File: config.mk
export PLATFORM = sky130hd
export DESIGN_NAME = lc3b_ex_pipe
export DESIGN_NICKNAME = d
export VERILOG_FILES = /design/src/logic/lc3b_types.sv /design/src/logic/control_decode.sv /design/src/logic/imm_gen.sv /design/src/logic/forward_unit.sv /design/src/logic/alu.sv /design/src/logic/mult_div_unit.sv /design/src/logic/execution_module.sv /design/src/logic/lc3b_ex_pipe.sv
export SDC_FILE = /design/constraint.sdc
export NUM_CORES = 1
export LEC_CHECK = 0
export BUFFER_PORTS_ARGS = -buffer_cell sky130_fd_sc_hd__buf_2
export CORE_MARGIN = 2
export CORE_UTILIZATION = 40
export CTS_BUF_LIST = sky130_fd_sc_hd__clkbuf_2 sky130_fd_sc_hd__clkbuf_4 sky130_fd_sc_hd__clkbuf_8
export CTS_CLUSTER_DIAMETER = 30
export DETAILED_ROUTE_END_ITERATION = 7
export PLACE_DENSITY = 0.55
export SETUP_SLACK_MARGIN = 0.02
export SLEW_MARGIN = 40
export SYNTH_ARGS = -nofsm -noshare
export SYNTH_HDL_FRONTEND = slang
export SYNTH_SLANG_ARGS = --single-unit
File: constraint.sdc
create_clock -name clk -period 10.7 [get_ports clk]
set_input_delay 1.605 -clock clk [delete_from_list [all_inputs] [get_ports clk]]
set_output_delay 1.605 -clock clk [all_outputs]
set_load 0.05 [all_outputs]
File: src/logic/lc3b_types.sv
package lc3b_types;

typedef logic [15:0] lc3b_word;
typedef logic [2:0] lc3b_reg;
typedef logic [3:0] lc3b_imm4;
typedef logic [4:0] lc3b_imm5;
typedef logic [5:0] lc3b_offset6;

localparam int mdu_steps = 16;                  // Iterations per MUL or DIV
localparam int mdu_cnt_w = $clog2(mdu_steps);
localparam int reg_count = 8;

typedef enum logic [3:0] {
	op_add = 4'b0001,
	op_and = 4'b0101,
	op_str = 4'b0111,
	op_not = 4'b1001,
	op_shf = 4'b1010,                           // Off 1101, which carries MUL/DIV
	op_mdu = 4'b1101                            // Bit 5 clear MUL, set DIV
} lc3b_opcode;

typedef enum logic [3:0] {
	alu_add,
	alu_and,
	alu_not,
	alu_sll,
	alu_srl,
	alu_sra,
	alu_pass,
	alu_mult,
	alu_div
} lc3b_aluop;

// B operand source
typedef enum logic [1:0] {
	sel_sr2,
	sel_sext5,
	sel_adj6,
	sel_zext4
} lc3b_alumux_sel;

// Instructions that write DR in bits 11..9
function automatic logic writes_dr(lc3b_word ir);
	lc3b_opcode opcode;
	opcode = lc3b_opcode'(ir[15:12]);
	case (opcode)
		op_add, op_and, op_not, op_shf, op_mdu: return 1'b1;
		default: return 1'b0;
	endcase
endfunction

endpackage : lc3b_types

File: src/logic/control_decode.sv
`timescale 1ns/100ps

module control_decode import lc3b_types::*; (
	input lc3b_word ir,
	output lc3b_aluop aluop,
	output lc3b_alumux_sel alumux_sel,
	output logic reg_write,
	output logic is_store,
	output logic uses_sr2
);

lc3b_opcode opcode;

assign opcode = lc3b_opcode'(ir[15:12]);
assign reg_write = writes_dr(ir);

always_comb begin
	aluop = alu_pass;
	alumux_sel = sel_sr2;
	is_store = 1'b0;
	uses_sr2 = 1'b0;
	case (opcode)
		op_add: begin
			aluop = alu_add;
			alumux_sel = ir[5] ? sel_sext5 : sel_sr2;   // Bit 5 picks imm5
			uses_sr2 = ~ir[5];
		end
		op_and: begin
			aluop = alu_and;
			alumux_sel = ir[5] ? sel_sext5 : sel_sr2;
			uses_sr2 = ~ir[5];
		end
		op_not: aluop = alu_not;
		op_shf: begin
			alumux_sel = sel_zext4;
			if (!ir[4])
				aluop = alu_sll;
			else if (ir[5])
				aluop = alu_sra;
			else
				aluop = alu_srl;
		end
		op_str: begin
			aluop = alu_add;                            // Base plus adjusted offset
			alumux_sel = sel_adj6;
			is_store = 1'b1;
		end
		op_mdu: begin
			aluop = ir[5] ? alu_div : alu_mult;
			uses_sr2 = 1'b1;
		end
		default: ;
	endcase
end

endmodule : control_decode

File: src/logic/imm_gen.sv
`timescale 1ns/100ps

module imm_gen import lc3b_types::*; (
	input lc3b_word ir,
	input lc3b_word sr2_val,
	input lc3b_alumux_sel alumux_sel,
	output lc3b_word b_operand
);

lc3b_imm4 imm4;
lc3b_imm5 imm5;
lc3b_offset6 offset6;
lc3b_word sext5;
lc3b_word zext4;
lc3b_word adj6;

assign imm4 = ir[3:0];
assign imm5 = ir[4:0];
assign offset6 = ir[5:0];

assign sext5 = {{11{imm5[4]}}, imm5};
assign zext4 = {12'h000, imm4};                 // Shift amount
assign adj6 = {{9{offset6[5]}}, offset6, 1'b0};  // Word offset in bytes

always_comb begin
	case (alumux_sel)
		sel_sext5: b_operand = sext5;
		sel_adj6: b_operand = adj6;
		sel_zext4: b_operand = zext4;
		default: b_operand = sr2_val;
	endcase
end

endmodule : imm_gen

File: src/logic/forward_unit.sv
`timescale 1ns/100ps

module forward_unit import lc3b_types::*; (
	input lc3b_word ir,
	input logic uses_sr2,
	input logic is_store,
	input lc3b_word ex_mem_ir,
	input logic ex_mem_valid,
	input lc3b_word mem_wb_ir,
	input logic mem_wb_valid,
	output logic sr1_fwd,
	output logic sr1_from_wb,
	output logic sr2_fwd,
	output logic sr2_from_wb,
	output logic st_fwd,
	output logic st_from_wb
);

lc3b_reg sr1;
lc3b_reg sr2;
lc3b_reg st_src;
lc3b_reg ex_mem_dr;
lc3b_reg mem_wb_dr;
logic ex_mem_wr;
logic mem_wb_wr;
logic sr1_ex, sr1_wb;
logic sr2_ex, sr2_wb;
logic st_ex, st_wb;

assign sr1 = ir[8:6];
assign sr2 = ir[2:0];
assign st_src = ir[11:9];                       // STR source sits in the DR field

assign ex_mem_dr = ex_mem_ir[11:9];
assign mem_wb_dr = mem_wb_ir[11:9];
assign ex_mem_wr = ex_mem_valid && writes_dr(ex_mem_ir);
assign mem_wb_wr = mem_wb_valid && writes_dr(mem_wb_ir);

assign sr1_ex = ex_mem_wr && (ex_mem_dr == sr1);
assign sr1_wb = mem_wb_wr && (mem_wb_dr == sr1);
assign sr2_ex = uses_sr2 && ex_mem_wr && (ex_mem_dr == sr2);
assign sr2_wb = uses_sr2 && mem_wb_wr && (mem_wb_dr == sr2);
assign st_ex = is_store && ex_mem_wr && (ex_mem_dr == st_src);
assign st_wb = is_store && mem_wb_wr && (mem_wb_dr == st_src);

// Younger result in EX/MEM has priority
assign sr1_fwd = sr1_ex || sr1_wb;
assign sr1_from_wb = sr1_wb && !sr1_ex;
assign sr2_fwd = sr2_ex || sr2_wb;
assign sr2_from_wb = sr2_wb && !sr2_ex;
assign st_fwd = st_ex || st_wb;
assign st_from_wb = st_wb && !st_ex;

endmodule : forward_unit

File: src/logic/alu.sv
`timescale 1ns/100ps

module alu import lc3b_types::*; (
	input lc3b_aluop aluop,
	input lc3b_word a,
	input lc3b_word b,
	output lc3b_word f
);

logic [3:0] shamt;

assign shamt = b[3:0];

always_comb begin
	case (aluop)
		alu_add: f = a + b;
		alu_and: f = a & b;
		alu_not: f = ~a;
		alu_sll: f = a << shamt;
		alu_srl: f = a >> shamt;
		alu_sra: f = lc3b_word'($signed(a) >>> shamt);
		alu_pass: f = a;
		default: f = a;                             // MUL/DIV result comes from the MDU
	endcase
end

endmodule : alu

File: src/logic/mult_div_unit.sv
`timescale 1ns/100ps

module mult_div_unit import lc3b_types::*; (
	input logic clk,
	input logic rst_n,
	input logic start_valid,
	input lc3b_aluop aluop,
	input lc3b_word a,
	input lc3b_word b,
	output lc3b_word solution,
	output logic stall
);

logic busy;
logic op_div;
logic [mdu_cnt_w-1:0] count;
lc3b_word acc;                                  // Product, or dividend becoming quotient
lc3b_word rem;                                  // Partial remainder
lc3b_word opa;                                  // Multiplier
lc3b_word opb;                                  // Multiplicand or divisor
logic is_mdu;
logic start;
logic done;
lc3b_word acc_nxt;
lc3b_word rem_nxt;
logic [16:0] rem_sh;
logic [17:0] diff;

assign is_mdu = (aluop == alu_mult) || (aluop == alu_div);
assign start = start_valid && is_mdu && !busy;
assign done = busy && (count == mdu_cnt_w'(mdu_steps - 1));
assign stall = start_valid && is_mdu && !done;

assign rem_sh = {rem, acc[15]};
assign diff = {1'b0, rem_sh} - {2'b00, opb};

// One shift-add or restoring step
always_comb begin
	if (op_div) begin
		if (diff[17]) begin
			rem_nxt = rem_sh[15:0];
			acc_nxt = {acc[14:0], 1'b0};
		end else begin
			rem_nxt = diff[15:0];
			acc_nxt = {acc[14:0], 1'b1};           // Zero divisor ends as 0xFFFF
		end
	end else begin
		rem_nxt = rem;
		acc_nxt = opa[0] ? acc + opb : acc;
	end
end

assign solution = acc_nxt;                      // Last step lands in the done cycle

always_ff @(posedge clk or negedge rst_n) begin
	if (!rst_n) begin
		busy <= 1'b0;
		count <= '0;
	end else if (start) begin
		busy <= 1'b1;
		count <= '0;
	end else if (busy) begin
		busy <= !done;
		count <= count + 1'b1;
	end
end

always_ff @(posedge clk) begin
	if (start) begin
		op_div <= (aluop == alu_div);
		acc <= (aluop == alu_div) ? a : '0;
		rem <= '0;
		opa <= a;
		opb <= b;
	end else if (busy) begin
		acc <= acc_nxt;
		rem <= rem_nxt;
		opa <= opa >> 1;
		opb <= op_div ? opb : opb << 1;
	end
end

endmodule : mult_div_unit

File: src/logic/execution_module.sv
`timescale 1ns/100ps

module execution_module import lc3b_types::*; (
	input logic clk,
	input logic rst_n,
	input logic ex_valid,
	input lc3b_word curr_ir,
	input lc3b_word sr1_val,
	input lc3b_word sr2_val,
	input lc3b_aluop aluop,
	input lc3b_alumux_sel alumux_sel,
	input logic uses_sr2,
	input logic is_store,
	input lc3b_word ex_mem_ir,
	input lc3b_word ex_mem_val,
	input logic ex_mem_valid,
	input lc3b_word mem_wb_ir,
	input lc3b_word mem_wb_val,
	input logic mem_wb_valid,
	output lc3b_word alu_out,
	output lc3b_word ex_store_data,
	output logic stall
);

logic sr1_fwd, sr1_from_wb;
logic sr2_fwd, sr2_from_wb;
logic st_fwd, st_from_wb;
lc3b_word sr1_op;
lc3b_word sr2_op;
lc3b_word b_operand;
lc3b_word alu_f;
lc3b_word mdu_f;

function automatic lc3b_word pick(
	logic fwd,
	logic from_wb,
	lc3b_word own,
	lc3b_word ex_val,
	lc3b_word wb_val
);
	if (!fwd)
		return own;
	return from_wb ? wb_val : ex_val;
endfunction

forward_unit fwd_i (
	.ir(curr_ir), .uses_sr2(uses_sr2), .is_store(is_store),
	.ex_mem_ir(ex_mem_ir), .ex_mem_valid(ex_mem_valid),
	.mem_wb_ir(mem_wb_ir), .mem_wb_valid(mem_wb_valid),
	.sr1_fwd(sr1_fwd), .sr1_from_wb(sr1_from_wb),
	.sr2_fwd(sr2_fwd), .sr2_from_wb(sr2_from_wb),
	.st_fwd(st_fwd), .st_from_wb(st_from_wb)
);

assign sr1_op = pick(sr1_fwd, sr1_from_wb, sr1_val, ex_mem_val, mem_wb_val);
assign sr2_op = pick(sr2_fwd, sr2_from_wb, sr2_val, ex_mem_val, mem_wb_val);
assign ex_store_data = pick(st_fwd, st_from_wb, sr2_val, ex_mem_val, mem_wb_val);

imm_gen imm_i (
	.ir(curr_ir), .sr2_val(sr2_op), .alumux_sel(alumux_sel), .b_operand(b_operand)
);

alu alu_i (
	.aluop(aluop), .a(sr1_op), .b(b_operand), .f(alu_f)
);

mult_div_unit mdu_i (
	.clk(clk), .rst_n(rst_n), .start_valid(ex_valid), .aluop(aluop),
	.a(sr1_op), .b(b_operand), .solution(mdu_f), .stall(stall)
);

assign alu_out = (aluop == alu_mult || aluop == alu_div) ? mdu_f : alu_f;

endmodule : execution_module

File: src/logic/lc3b_ex_pipe.sv
`timescale 1ns/100ps

module lc3b_ex_pipe import lc3b_types::*; (
	input logic clk,
	input logic rst_n,
	input lc3b_word instr,
	input logic instr_valid,
	output logic instr_ready,
	output logic wb_valid,
	output lc3b_reg wb_reg,
	output lc3b_word wb_value,
	output logic st_valid,
	output lc3b_word st_addr,
	output lc3b_word st_data
);

lc3b_word regs [reg_count];
lc3b_aluop dec_aluop;
lc3b_alumux_sel dec_alumux_sel;
logic dec_reg_write, dec_is_store, dec_uses_sr2;
lc3b_reg sr1_idx, sr2_idx;
lc3b_word sr1_rd, sr2_rd;
logic accept, stall, rf_we;
lc3b_word alu_out, ex_store_data;

logic id_ex_valid;
lc3b_word id_ex_ir, id_ex_sr1, id_ex_sr2;
lc3b_aluop id_ex_aluop;
lc3b_alumux_sel id_ex_alumux_sel;
logic id_ex_reg_write, id_ex_is_store, id_ex_uses_sr2;

logic ex_mem_valid, ex_mem_reg_write, ex_mem_is_store;
lc3b_word ex_mem_ir, ex_mem_val, ex_mem_st_data;

logic mem_wb_valid, mem_wb_reg_write;
lc3b_word mem_wb_ir, mem_wb_val;

control_decode decode_i (
	.ir(instr), .aluop(dec_aluop), .alumux_sel(dec_alumux_sel),
	.reg_write(dec_reg_write), .is_store(dec_is_store), .uses_sr2(dec_uses_sr2)
);

assign instr_ready = ~stall;
assign accept = instr_valid && instr_ready;
assign rf_we = mem_wb_valid && mem_wb_reg_write;

assign sr1_idx = instr[8:6];
assign sr2_idx = dec_is_store ? instr[11:9] : instr[2:0];
// Write-through on a same-cycle write
assign sr1_rd = (rf_we && mem_wb_ir[11:9] == sr1_idx) ? mem_wb_val : regs[sr1_idx];
assign sr2_rd = (rf_we && mem_wb_ir[11:9] == sr2_idx) ? mem_wb_val : regs[sr2_idx];

always_ff @(posedge clk or negedge rst_n) begin
	if (!rst_n) begin
		for (int i = 0; i < reg_count; i++)
			regs[i] <= '0;
	end else if (rf_we) begin
		regs[mem_wb_ir[11:9]] <= mem_wb_val;
	end
end

execution_module ex_i (
	.clk(clk), .rst_n(rst_n), .ex_valid(id_ex_valid), .curr_ir(id_ex_ir),
	.sr1_val(id_ex_sr1), .sr2_val(id_ex_sr2), .aluop(id_ex_aluop),
	.alumux_sel(id_ex_alumux_sel), .uses_sr2(id_ex_uses_sr2), .is_store(id_ex_is_store),
	.ex_mem_ir(ex_mem_ir), .ex_mem_val(ex_mem_val), .ex_mem_valid(ex_mem_valid),
	.mem_wb_ir(mem_wb_ir), .mem_wb_val(mem_wb_val), .mem_wb_valid(mem_wb_valid),
	.alu_out(alu_out), .ex_store_data(ex_store_data), .stall(stall)
);

always_ff @(posedge clk or negedge rst_n) begin
	if (!rst_n) begin
		id_ex_valid <= 1'b0;
		ex_mem_valid <= 1'b0;
		mem_wb_valid <= 1'b0;
	end else begin
		if (!stall)
			id_ex_valid <= instr_valid;             // ID/EX holds during a stall
		ex_mem_valid <= id_ex_valid && !stall;     // Bubble while MUL/DIV iterates
		mem_wb_valid <= ex_mem_valid;
	end
end

always_ff @(posedge clk) begin
	if (accept) begin
		id_ex_ir <= instr;
		id_ex_sr1 <= sr1_rd;
		id_ex_sr2 <= sr2_rd;
		id_ex_aluop <= dec_aluop;
		id_ex_alumux_sel <= dec_alumux_sel;
		id_ex_reg_write <= dec_reg_write;
		id_ex_is_store <= dec_is_store;
		id_ex_uses_sr2 <= dec_uses_sr2;
	end
	ex_mem_ir <= id_ex_ir;
	ex_mem_val <= alu_out;
	ex_mem_st_data <= ex_store_data;
	ex_mem_reg_write <= id_ex_reg_write;
	ex_mem_is_store <= id_ex_is_store;
	mem_wb_ir <= ex_mem_ir;
	mem_wb_val <= ex_mem_val;
	mem_wb_reg_write <= ex_mem_reg_write;
end

assign wb_valid = rf_we;
assign wb_reg = mem_wb_ir[11:9];
assign wb_value = mem_wb_val;
assign st_valid = ex_mem_valid && ex_mem_is_store;
assign st_addr = ex_mem_val;
assign st_data = ex_mem_st_data;

endmodule : lc3b_ex_pipe

* After elaboration in Yosys (flattened, before gate mapping)
Cells that the tools add are included.
Operators by class: add/sub/neg operators 4, $mul 0, divide/modulo/power cells 0, order comparisons 4, equality and inequality tests 36, shift-type cells 3, multiplexer cells 48, bitwise logic cells 7, reduce and logical (&&, ||, !) cells 45
Operators by type and width (count):
- $mux 16 | 25
- $bwmux 128 | 1
- $bmux 16 s3 | 2
- $pmux 16 s6 | 1
- $demux 16 s3 | 1
- $pmux 16 s3 | 1
- $eq 4x4->1 const B | 11
- $add 16x16->16 | 2
- $eq 4x3->1 const B | 7
- $logic_and 1x1->1 | 26
- $eq 3x3->1 | 8
- $pmux 4 s5 | 1
- $sub 17x16->18 | 1
- $and 16x16->16 | 1
- $eq 4x1->1 const B | 4
- $mux 4 | 4
- $not 16->16 | 1
- $shl 16x4->16 | 1
- $shr 16x4->16 | 1
- $sshr 16x4->16 | 1
- $reduce_or 5->1 | 3
- $ge 4x4->1 const B | 3
- $not 3->4 | 3
- $mux 1 | 9
- 16 further kinds | 29
Storage, ports and cells: flip-flop bits (word level) 341, latch bits 0, bits in writable memories 0, bits in read-only memories 0, bits of input ports 19, output and inout bits 54, word-level logic and storage cells 181, memories kept 0

* Logic depth before layout (Yosys ltp)
Gate-level depths: netlist of the first run.
depth in word-level cells 14, gate-level depth with buffers 18, gate-level depth less buffers 17

* By module
From an unflattened synthesis of the first run, not the netlist that was laid out.
Unflattened totals: cell total of the unflattened synthesis 2278, area, all modules 22321.4 um^2
Modules (own cells, without submodules):
- lc3b_ex_pipe | times used 1, cells each 922, area each 11677.4 um^2, seq. area each 6651.4 um^2
- mult_div_unit | times used 1, cells each 593, area each 5107.4 um^2, seq. area each 1916.8 um^2
- alu | times used 1, cells each 389, area each 2926.6 um^2, seq. area each 0.0 um^2
- execution_module | times used 1, cells each 270, area each 1798.0 um^2, seq. area each 0.0 um^2
- imm_gen | times used 1, cells each 42, area each 342.8 um^2, seq. area each 0.0 um^2
- forward_unit | times used 1, cells each 38, area each 302.8 um^2, seq. area each 0.0 um^2
- control_decode | times used 1, cells each 24, area each 166.4 um^2, seq. area each 0.0 um^2

* Worst setup path before layout of the first run
OpenSTA, ideal clock, no wires.
path type register to register, start point register id_ex_ir[1], end point register ex_mem_val[15] (netlist: st_addr[15]), library setup time 0.120 ns, arrival 4.416 ns, required time 10.580 ns, slack 6.165 ns, stages on the path, launching flop included 18, path buffers 1, clock period less this slack 4.535 ns, cell sequence edfxtp_1 -> xor2_1 -> or4b_4 -> nor2_1 -> buf_1 -> mux2i_1 -> a21oi_1 -> o21a_1 -> ha_1 -> a21o_1 -> a21o_1 -> a21oi_1 -> nand2_1 -> o31ai_4 -> o211ai_2 -> o31ai_4 -> mux2i_1 -> a211o_1
Between the ends: longest elaborated chain between the ends 10, elaborated cells on any way between the ends 17, those cells by class 1 x add/sub; 2 x eq/ne; 3 x shift; 5 x mux; 1 x bitwise; 5 x reduce/logical
RTL lines:
- start, declared | RTL line lc3b_ex_pipe.sv:27 | lc3b_word id_ex_ir, id_ex_sr1, id_ex_sr2;
- start signal, assigned | RTL line lc3b_ex_pipe.sv:86 | id_ex_ir <= instr;
- $eq 3x3->1 | RTL line forward_unit.sv:41 | assign sr2_ex = uses_sr2 && ex_mem_wr && (ex_mem_dr == sr2);
- $logic_and 1x1->1 | RTL line forward_unit.sv:41
- $logic_not 1->1 | RTL line forward_unit.sv:50 | assign sr2_from_wb = sr2_wb && !sr2_ex;
- $logic_and 1x1->1 | RTL line forward_unit.sv:50
- $mux 16 (2 in a row) | RTL line execution_module.sv:43 | return from_wb ? wb_val : ex_val;
- $pmux 16 s3 * | RTL line imm_gen.sv:26 | case (alumux_sel)
- $add 16x16->16 (tied with other cells) | RTL line alu.sv:16 | alu_add: f = a + b;
- $pmux 16 s6 * | RTL line alu.sv:15 | case (aluop)
- $mux 16 * | RTL line execution_module.sv:72 | assign alu_out = (aluop == alu_mult || aluop == alu_div) ? mdu_f : alu_f;
- net alu_out[15] | RTL line lc3b_ex_pipe.sv:24 | lc3b_word alu_out, ex_store_data;
- end signal, assigned | RTL line lc3b_ex_pipe.sv:96 | ex_mem_val <= alu_out;
- end, declared | RTL line lc3b_ex_pipe.sv:33 | lc3b_word ex_mem_ir, ex_mem_val, ex_mem_st_data;
The timed path passes the listed nets; every way through them passes the cells marked *. A chain may end at the register's enable or synchronous reset.

* Final worst setup path of the first run
start point register mem_wb_ir[10], end point register ex_mem_val[15] (netlist: st_addr[15])
Between the ends: longest elaborated chain between the ends 9, elaborated cells on any way between the ends 21, those cells by class 1 x add/sub; 2 x eq/ne; 3 x shift; 7 x mux; 2 x bitwise; 6 x reduce/logical
RTL lines:
- start, declared | RTL line lc3b_ex_pipe.sv:36 | lc3b_word mem_wb_ir, mem_wb_val;
- start signal, assigned | RTL line lc3b_ex_pipe.sv:100 | mem_wb_ir <= ex_mem_ir;
- $eq 3x3->1 | RTL line forward_unit.sv:42 | assign sr2_wb = uses_sr2 && mem_wb_wr && (mem_wb_dr == sr2);
- $logic_and 1x1->1 | RTL line forward_unit.sv:42
- $logic_and 1x1->1 | RTL line forward_unit.sv:50
- $mux 16 (2 in a row) | RTL line execution_module.sv:43
- $pmux 16 s3 | RTL line imm_gen.sv:26
- $add 16x16->16 (tied with other cells) | RTL line alu.sv:16
- $pmux 16 s6 * | RTL line alu.sv:15
- $mux 16 * | RTL line execution_module.sv:72
- net alu_out[15] | RTL line lc3b_ex_pipe.sv:24
Marks and branches as above.

==> impl_metrics.py, run 1 <==
metrics = {
    "outcome": {
        "status": "complete, no violations",
    },
    "placed_design": {
        "gp_congestion": 0.976,
        "io_buffer_count": 72,
        "dp_hpwl_um": 43000,
    },
    "timing": {
        "finalSetupTns_ns": 0,
        "period_needed_ns": 5.04,
        "rsz0062_at_grt": "no",
        "slew_viol_final": 0,
        "finalCritPeriodShare_pct": 47.1,
        "hold_ws_ns": 0.326,
        "max_freq_mhz": 198,
        "hold_viol_final": 0,
        "relSlewSlack_pct": 48.4,
        "setup_violations": 0,
        "skew_ns": 0.0389,
        "worst_pin_slew_ns": 0.770,
    },
    "detailed_routing": {
        "final_antenna_net_count": 0,
        "vias": 15573,
        "via_per_inst": 5.91,
        "drc": 0,
        "drtIter0Drc": 1356,
        "wire_per_inst_um": 23.7,
        "firstDrtPassIters": 6,
        "wirelength_um": 62500,
    },
    "global_routing": {
        "grt_usage_pct": 25.1,
        "grtUsageMet2_pct": 40.9,
        "grt_max_degree": 77,
        "grt_pass1_wl_um": 95600,
        "met1_usage_pct": 33.0,
        "antenna_found_initial": 0,
        "grt_pass1_vias": 15688,
        "met3_usage_pct": 5.02,
        "grt-ovfl-total": 0,
        "grt-busiest-layer": "met2",
    },
    "synthesis": {
        "synth_edf_count": 106,
        "synth_top_area_share_pct": 17.5,
        "synth.most_common_cell": "nand2_1",
        "netlist_instances": 1868,
        "syn_nets": 1938,
        "yosysSeqAreaShare_pct": 42.2,
        "synth_area_leaders": "dfrtp_1, edfxtp_1, mux2_2",
        "synthArstFlopShare_pct": 42.1,
        "yosys_warnings": 0,
        "synth_cell_types": 80,
        "yosys.area.top_type": "dfrtp_1",
        "synth-seq-cells": 323,
        "synthTopCellsByCount": "nand2_1, o21ai_0, mux2_2",
        "ys.flop_type": "dfrtp_1",
        "syn_area_sq_um": 19400,
        "syn_avg_cell_area_sq_um": 10.4,
    },
    "worst_setup_path": {
        "crit_top_cell": "o31ai_4",
        "critPathMaxStageDelay_ns": 0.68,
        "crit_chain": "xor2_1 > or4b_4 > o21ai_0 > a31oi_1 > a221oi_2 > buf_4 > clkinv_1 > ha_1 > a21oi_1 > nand2_1 > o31ai_4 > o211ai_2 > o31ai_4 > mux2i_1 > a211o_1",
        "r2r_start": "mem_wb_ir[10]$_DFF_P_",
        "cp-endpoint": "st_addr[15]$_DFF_P_",
        "cp_max_fo": 20,
        "r2r-end": "st_addr[15]$_DFF_P_",
        "cpMaxStageDelayCell": "dfxtp_1",
        "path_buf_inv": 2,
        "reg2regPathDepth": 15,
        "cp.arrival_ns": 5.58,
        "r2r_setup_slack_ns": 5.66,
        "required_ns": 11.24,
        "crit_start": "mem_wb_ir[10]$_DFF_P_",
        "critical_path_class": "reg2reg",
        "path_depth": 15,
        "start_kind": "flop",
        "worstSetupEndpointType": "flop",
        "crit_family": "compound AO/OA/AOI/OAI gates",
    },
    "floorplan": {
        "dieArea_sq_um": 50400,
        "die_h_um": 224,
        "rows": 80,
        "start_util_pct": 40.6,
        "die_w_um": 224,
        "ios": 73,
        "coreArea_sq_um": 47800,
    },
    "layout": {
        "drive_above_1_share_pct": 26.5,
        "antenna_cells": 0,
        "synthToLayoutAreaGrowth_pct": 16.3,
        "n_fill_cell": 4511,
        "finalNetCount": 2018,
    },
    "worst_hold_path": {
        "hp-class": "reg2reg",
        "min_path_cells": 0,
    },
    "cts": {
        "clk_path_buf_depth": 3,
        "cts_sinks": 323,
        "cts_max_level": 3,
        "clkLatencyLatePin_ns": 0.68,
        "postCtsResizedCells": 0,
        "hold_buffers": 0,
        "cts_tree": "yes",
        "root_buffer": "clkbuf_8",
        "cts_setup_buffers": 0,
        "numCtsBuffers": 85,
        "clkTransAtPathRegs_ns": 0.06,
    },
    "pwr": {
        "p_leak_nw": 9.12,
        "powerDensity_nw_per_um2": 294,
        "p_total_mw": 6.66,
        "irDropWorstVdd_uv": 214,
    },
    "job": {
        "max_cap_viol_count": 0,
    },
}
[logic make-up (layout without fill, tap and decap cells)]
group / after synthesis / after routing / synth area share, %
DFF: 323 / 323 / 42.2
xor gates and xnor gates: 55 / 55 / 2.48
buffers and inverters: 180 / 330 / 3.66
AOI/OAI and AO/OA: 475 / 475 / 15.4
adders and majority gates: 51 / 51 / 3.36
and+or+nand+nor: 462 / 462 / 11.0
muxes: 322 / 322 / 21.9
[sequential cells by signal, summed over array words and instances, names as in the netlist, 2 cells and up]
name and flops:
st_addr 16, wb_value 16, ex_i.mdu_i.rem 16, regs 128
id_ex_aluop 4, id_ex_ir 16, id_ex_sr1 16, id_ex_sr2 16
st_data 16, ex_i.mdu_i.acc 16, mem_wb_ir 7, ex_i.mdu_i.opb 16
ex_mem_ir 7, ex_i.mdu_i.opa 16, id_ex_alumux_sel 2, ex_i.mdu_i.count 4
[cells in the final DEF, fill, tap and decap left out, types with 8 or more instances in the layout]
cell        count
a31oi_1        29
a211oi_1       18
o21a_1         21
a21o_1         23
nand3_1        54
mux2_2        149
clkinv_1        8
dfxtp_1        81
nor2_1         92
clkinv_2       13
nor2b_1        18
a31o_2          9
clkbuf_8       91
a22o_1          8
edfxtp_1      106
mux4_2         67
o211ai_1       13
a21oi_1        89
a21boi_0       12
nand2b_1       10
nand3b_1       10
bufinv_16      15
ha_1           49
xor2_1         18
o22ai_1        17
buf_2          70
clkinvlp_4     15
inv_1          49
xnor2_1        37
a221oi_1        8
nor3_1         36
buf_4          47
mux2i_1       103
dfrtp_1       136
nand2_1       182
and2_1          9
o21ai_0       164
[cell type report]
| cell class | count | area (sq um) | area share [%] |
|---|---|---|---|
| repair buffers | 121 | 757 | 3.35 |
| multi-input cells | 1365 | 10600 | 47.0 |
| clock buffers | 98 | 1310 | 5.77 |
| inverters | 52 | 195 | 0.864 |
| clock inverters | 59 | 746 | 3.30 |
| flip-flops and latches | 323 | 8210 | 36.3 |
| well taps | 615 | 769 | 3.40 |
[report_power, final]
group | leakage, nW | internal [mW] | switching, mW | total (mW)
clock network | 1.01 | 1.19 | 0.681 | 1.87
logic | 4.67 | 1.13 | 1.47 | 2.60
registers | 3.45 | 1.77 | 0.411 | 2.18
total | 9.12 | 4.10 | 2.56 | 6.66
[metrics by stage]
step	util (%)	cells	worst slack [ns]	cell area, sq um
final	47.2	2633	5.66	22600
after global routing	47.2	2633	5.38	22600
after CTS	47.2	2631	5.76	22600
after detailed placement	42.9	2474	5.84	20500
after global placement	42.9	2474	5.89	20500
after floorplan	-	1868	6.16	19400
[how the worst min path moves through the flow]
stage                              from                       end
4_1_cts        ex_mem_reg_write$_DFF_P_  mem_wb_reg_write$_DFF_P_
2_1_floorplan  ex_mem_reg_write$_DFF_P_  mem_wb_reg_write$_DFF_P_
5_1_grt        ex_mem_reg_write$_DFF_P_  mem_wb_reg_write$_DFF_P_
3_5_place_dp   ex_mem_reg_write$_DFF_P_  mem_wb_reg_write$_DFF_P_
6_report       ex_mem_reg_write$_DFF_P_  mem_wb_reg_write$_DFF_P_
3_3_place_gp   ex_mem_reg_write$_DFF_P_  mem_wb_reg_write$_DFF_P_
[routing by layer]
| layer | part of all wire (%) | vias to the layer above | wire (um) |
|---|---|---|---|
| met5 | 0 | - | 0 |
| met4 | 3.5 | 0 | 2200 |
| met3 | 5.5 | 136 | 3460 |
| met2 | 47 | 507 | 29600 |
| met1 | 44 | 7767 | 27300 |
| li1 | - | 7163 | - |
(Power assumes the default switching activity.)
==> run 2, diff against run 1 <==
- ABC_AREA: unset -> 1
- PLACE_DENSITY: 0.55 -> 0.57
- clock period: 10.7 -> 4.3 ns (I/O delays scaled with it)
==> run 2 against run 1 <==
Non-clock buffer count did not move. Maximum frequency rose by 25%. Via count up 22%. Sequential share of layout area down 0.060 points. Critical path type unchanged. Largest cell class unchanged. Largest power group unchanged.
==> impl_metrics.py, run 2 <==
metrics = {
    "outcome": {
        "status": "complete, no violations",
    },
    "layout": {
        "fin_area_sq_um": 22600,
        "n_fill_cell": 4973,
        "largest_register_ffs": 128,
        "multi_input_area_sq_um": 9800,
        "final_common_cell": "nand2_1",
        "regArea_sq_um": 8210,
        "largest_register": "regs",
        "drive_above_1_share_pct": 12.2,
        "finalNetCount": 2782,
        "layout.cells.most_common_list": "nand2_1, o21ai_0, inv_1",
        "antenna_cells": 0,
        "synthToLayoutAreaGrowth_pct": 15.3,
    },
    "timing": {
        "period_needed_ns": 4.04,
        "hold_viol_final": 0,
        "setup_violations": 0,
        "finalSetupTns_ns": 0,
        "max_freq_mhz": 248,
        "skew_ns": 0.0414,
        "rsz0062_at_grt": "no",
        "finalCritPeriodShare_pct": 93.9,
        "relSlewSlack_pct": 48.1,
        "worst_pin_slew_ns": 0.779,
        "slew_viol_final": 0,
    },
    "synthesis": {
        "netlist_instances": 2661,
        "synthArstFlopShare_pct": 42.1,
        "yosys_warnings": 0,
        "synth_cell_types": 59,
        "synthTopCellsByCount": "nand2_1, o21ai_0, inv_1",
        "yosys.area.top_type": "dfrtp_1",
        "syn_nets": 2731,
        "syn_area_sq_um": 19600,
        "synth-seq-cells": 323,
        "yosysSeqAreaShare_pct": 41.8,
        "synth_top_area_share_pct": 17.3,
        "synth.most_common_cell": "nand2_1",
        "ys.flop_type": "dfrtp_1",
        "synth_area_leaders": "dfrtp_1, edfxtp_1, nand2_1",
        "syn_avg_cell_area_sq_um": 7.38,
        "synth_edf_count": 106,
    },
    "floorplan": {
        "start_util_pct": 40.3,
        "dieArea_sq_um": 50900,
        "ios": 73,
        "rows": 81,
        "die_w_um": 226,
        "die_h_um": 226,
        "coreArea_sq_um": 48700,
    },
    "worst_setup_path": {
        "critPathMaxStageDelay_ns": 0.44,
        "r2r-end": "st_addr[11]$_DFF_P_",
        "r2r_setup_slack_ns": 0.26,
        "reg2regPathDepth": 18,
        "cp-endpoint": "st_addr[11]$_DFF_P_",
        "start_kind": "flop",
        "cp_max_fo": 17,
        "critical_path_class": "reg2reg",
        "crit_top_cell": "nand2_1",
        "cp.arrival_ns": 4.59,
        "r2r_start": "id_ex_ir[6]$_DFFE_PP_",
        "crit_start": "id_ex_ir[6]$_DFFE_PP_",
        "cpMaxStageDelayCell": "edfxtp_1",
        "path_buf_inv": 2,
        "path_depth": 18,
        "crit_family": "simple AND/OR/NAND/NOR gates",
        "worstSetupEndpointType": "flop",
        "required_ns": 4.85,
        "crit_chain": "xor2_1 > nor2_1 > nand3_2 > nand2_2 > inv_4 > nand2_1 > nand3b_1 > inv_1 > ha_1 > a21oi_1 > o21ai_0 > a21oi_1 > nand2_1 > or2_2 > nand3_1 > nand2_1 > nand2_1 > nand2_1",
    },
    "pwr": {
        "irDropWorstVdd_uv": 362,
        "powerDensity_nw_per_um2": 671,
        "p_total_mw": 15.2,
        "p_leak_nw": 10.3,
    },
    "detailed_routing": {
        "drc": 0,
        "wire_per_inst_um": 20.7,
        "drtIter0Drc": 1511,
        "vias": 18977,
        "final_antenna_net_count": 0,
        "wirelength_um": 71200,
        "via_per_inst": 5.51,
        "firstDrtPassIters": 6,
    },
    "cts": {
        "clk_path_buf_depth": 3,
        "root_buffer": "clkbuf_8",
        "clkTransAtPathRegs_ns": 0.06,
        "clkLatencyLatePin_ns": 0.70,
        "cts_tree": "yes",
        "cts_sinks": 323,
        "numCtsBuffers": 85,
        "cts_max_level": 3,
    },
    "global_routing": {
        "grt-ovfl-total": 0,
        "grt_pass1_vias": 18144,
        "grt_usage_pct": 28.1,
        "antenna_found_initial": 0,
        "grt_pass1_wl_um": 108000,
        "grt_max_degree": 70,
    },
    "placed_design": {
        "dp_hpwl_um": 51300,
        "place_area_sq_um": 20600,
        "gp_congestion": 0.988,
        "io_buffer_count": 72,
    },
    "worst_hold_path": {
        "min_from": "instr[9]",
        "min_path_cells": 1,
        "hp-class": "in2reg",
    },
    "job": {
        "max_cap_viol_count": 0,
    },
}
## run 2: changes by cell type in the layout (fill, tap and decap cells not counted), sizes merged, moves of 19 or more
cell	before	now
nor2	97	127
a21oi	89	194
nor3	37	12
o21a	21	2
mux4	67	0
mux2	149	0
inv	56	270
mux2i	106	0
nand3	54	228
xnor2	37	15
o211ai	14	84
nand2	182	704
a31oi	29	4
o21ai	174	356
## run 2: power by group
group          leakage (nW)  total, mW  switching (mW)  internal (mW)
clock                  1.03       4.52            1.66           2.85
sequential             3.48       4.98           0.720           4.26
combinational          5.77       5.69            3.81           1.88
total                  10.3       15.2            6.19           8.99
## run 2: area by class of cell
| type | instances | area share (%) |
|---|---|---|
| clock buffer | 108 | 6.23 |
| clock inverter | 48 | 2.59 |
| inverter | 269 | 4.52 |
| multi-input combinational | 1912 | 43.3 |
| sequential | 323 | 36.3 |
| tap | 664 | 3.67 |
| timing repair buffer | 121 | 3.45 |
## run 2: cells by family after synthesis
family / share of synthesized area, %
simple gates: 23.9
compound gates: 21.1
buf+inv: 8.54
flops: 41.8
fa+ha+maj: 3.33
xor+xnor: 1.38
## run 2: what timing repair did
action	4_1_cts	5_1_grt
setup buffers	0	0
gates resized for setup	0	2
hold buffers	1	0
setup endpoints to repair	0	1
hold endpoints to repair	66	0
## run 2: metal layers
layer	routed length, um	global-route usage (%)	vias to the layer above
li1	-	-	9146
met1	29600	34.8	8948
met2	33200	45.9	705
met3	4280	5.67	178
met4	4160	15.5	0
met5	0	0	-
## run 2: how the worst min path moves through the flow
stage | end
detailed placement | mem_wb_reg_write$_DFF_P_
global route | id_ex_ir[9]$_DFFE_PP_
finish | id_ex_ir[9]$_DFFE_PP_
global placement | mem_wb_reg_write$_DFF_P_
floorplan | mem_wb_reg_write$_DFF_P_
CTS | id_ex_ir[9]$_DFFE_PP_
## run 2: through the flow
stage          util [%]  setup slack [ns]  hold slack (ns)  cells
6_report           46.4             0.264            0.165   3445
5_1_grt            46.4            0.0265            0.117   3445
4_1_cts            46.4             0.258            0.105   3444
3_5_place_dp       42.3             0.303            0.314   3287
3_3_place_gp       42.3             0.289            0.317   3287
2_1_floorplan         -              1.25            0.310   2661
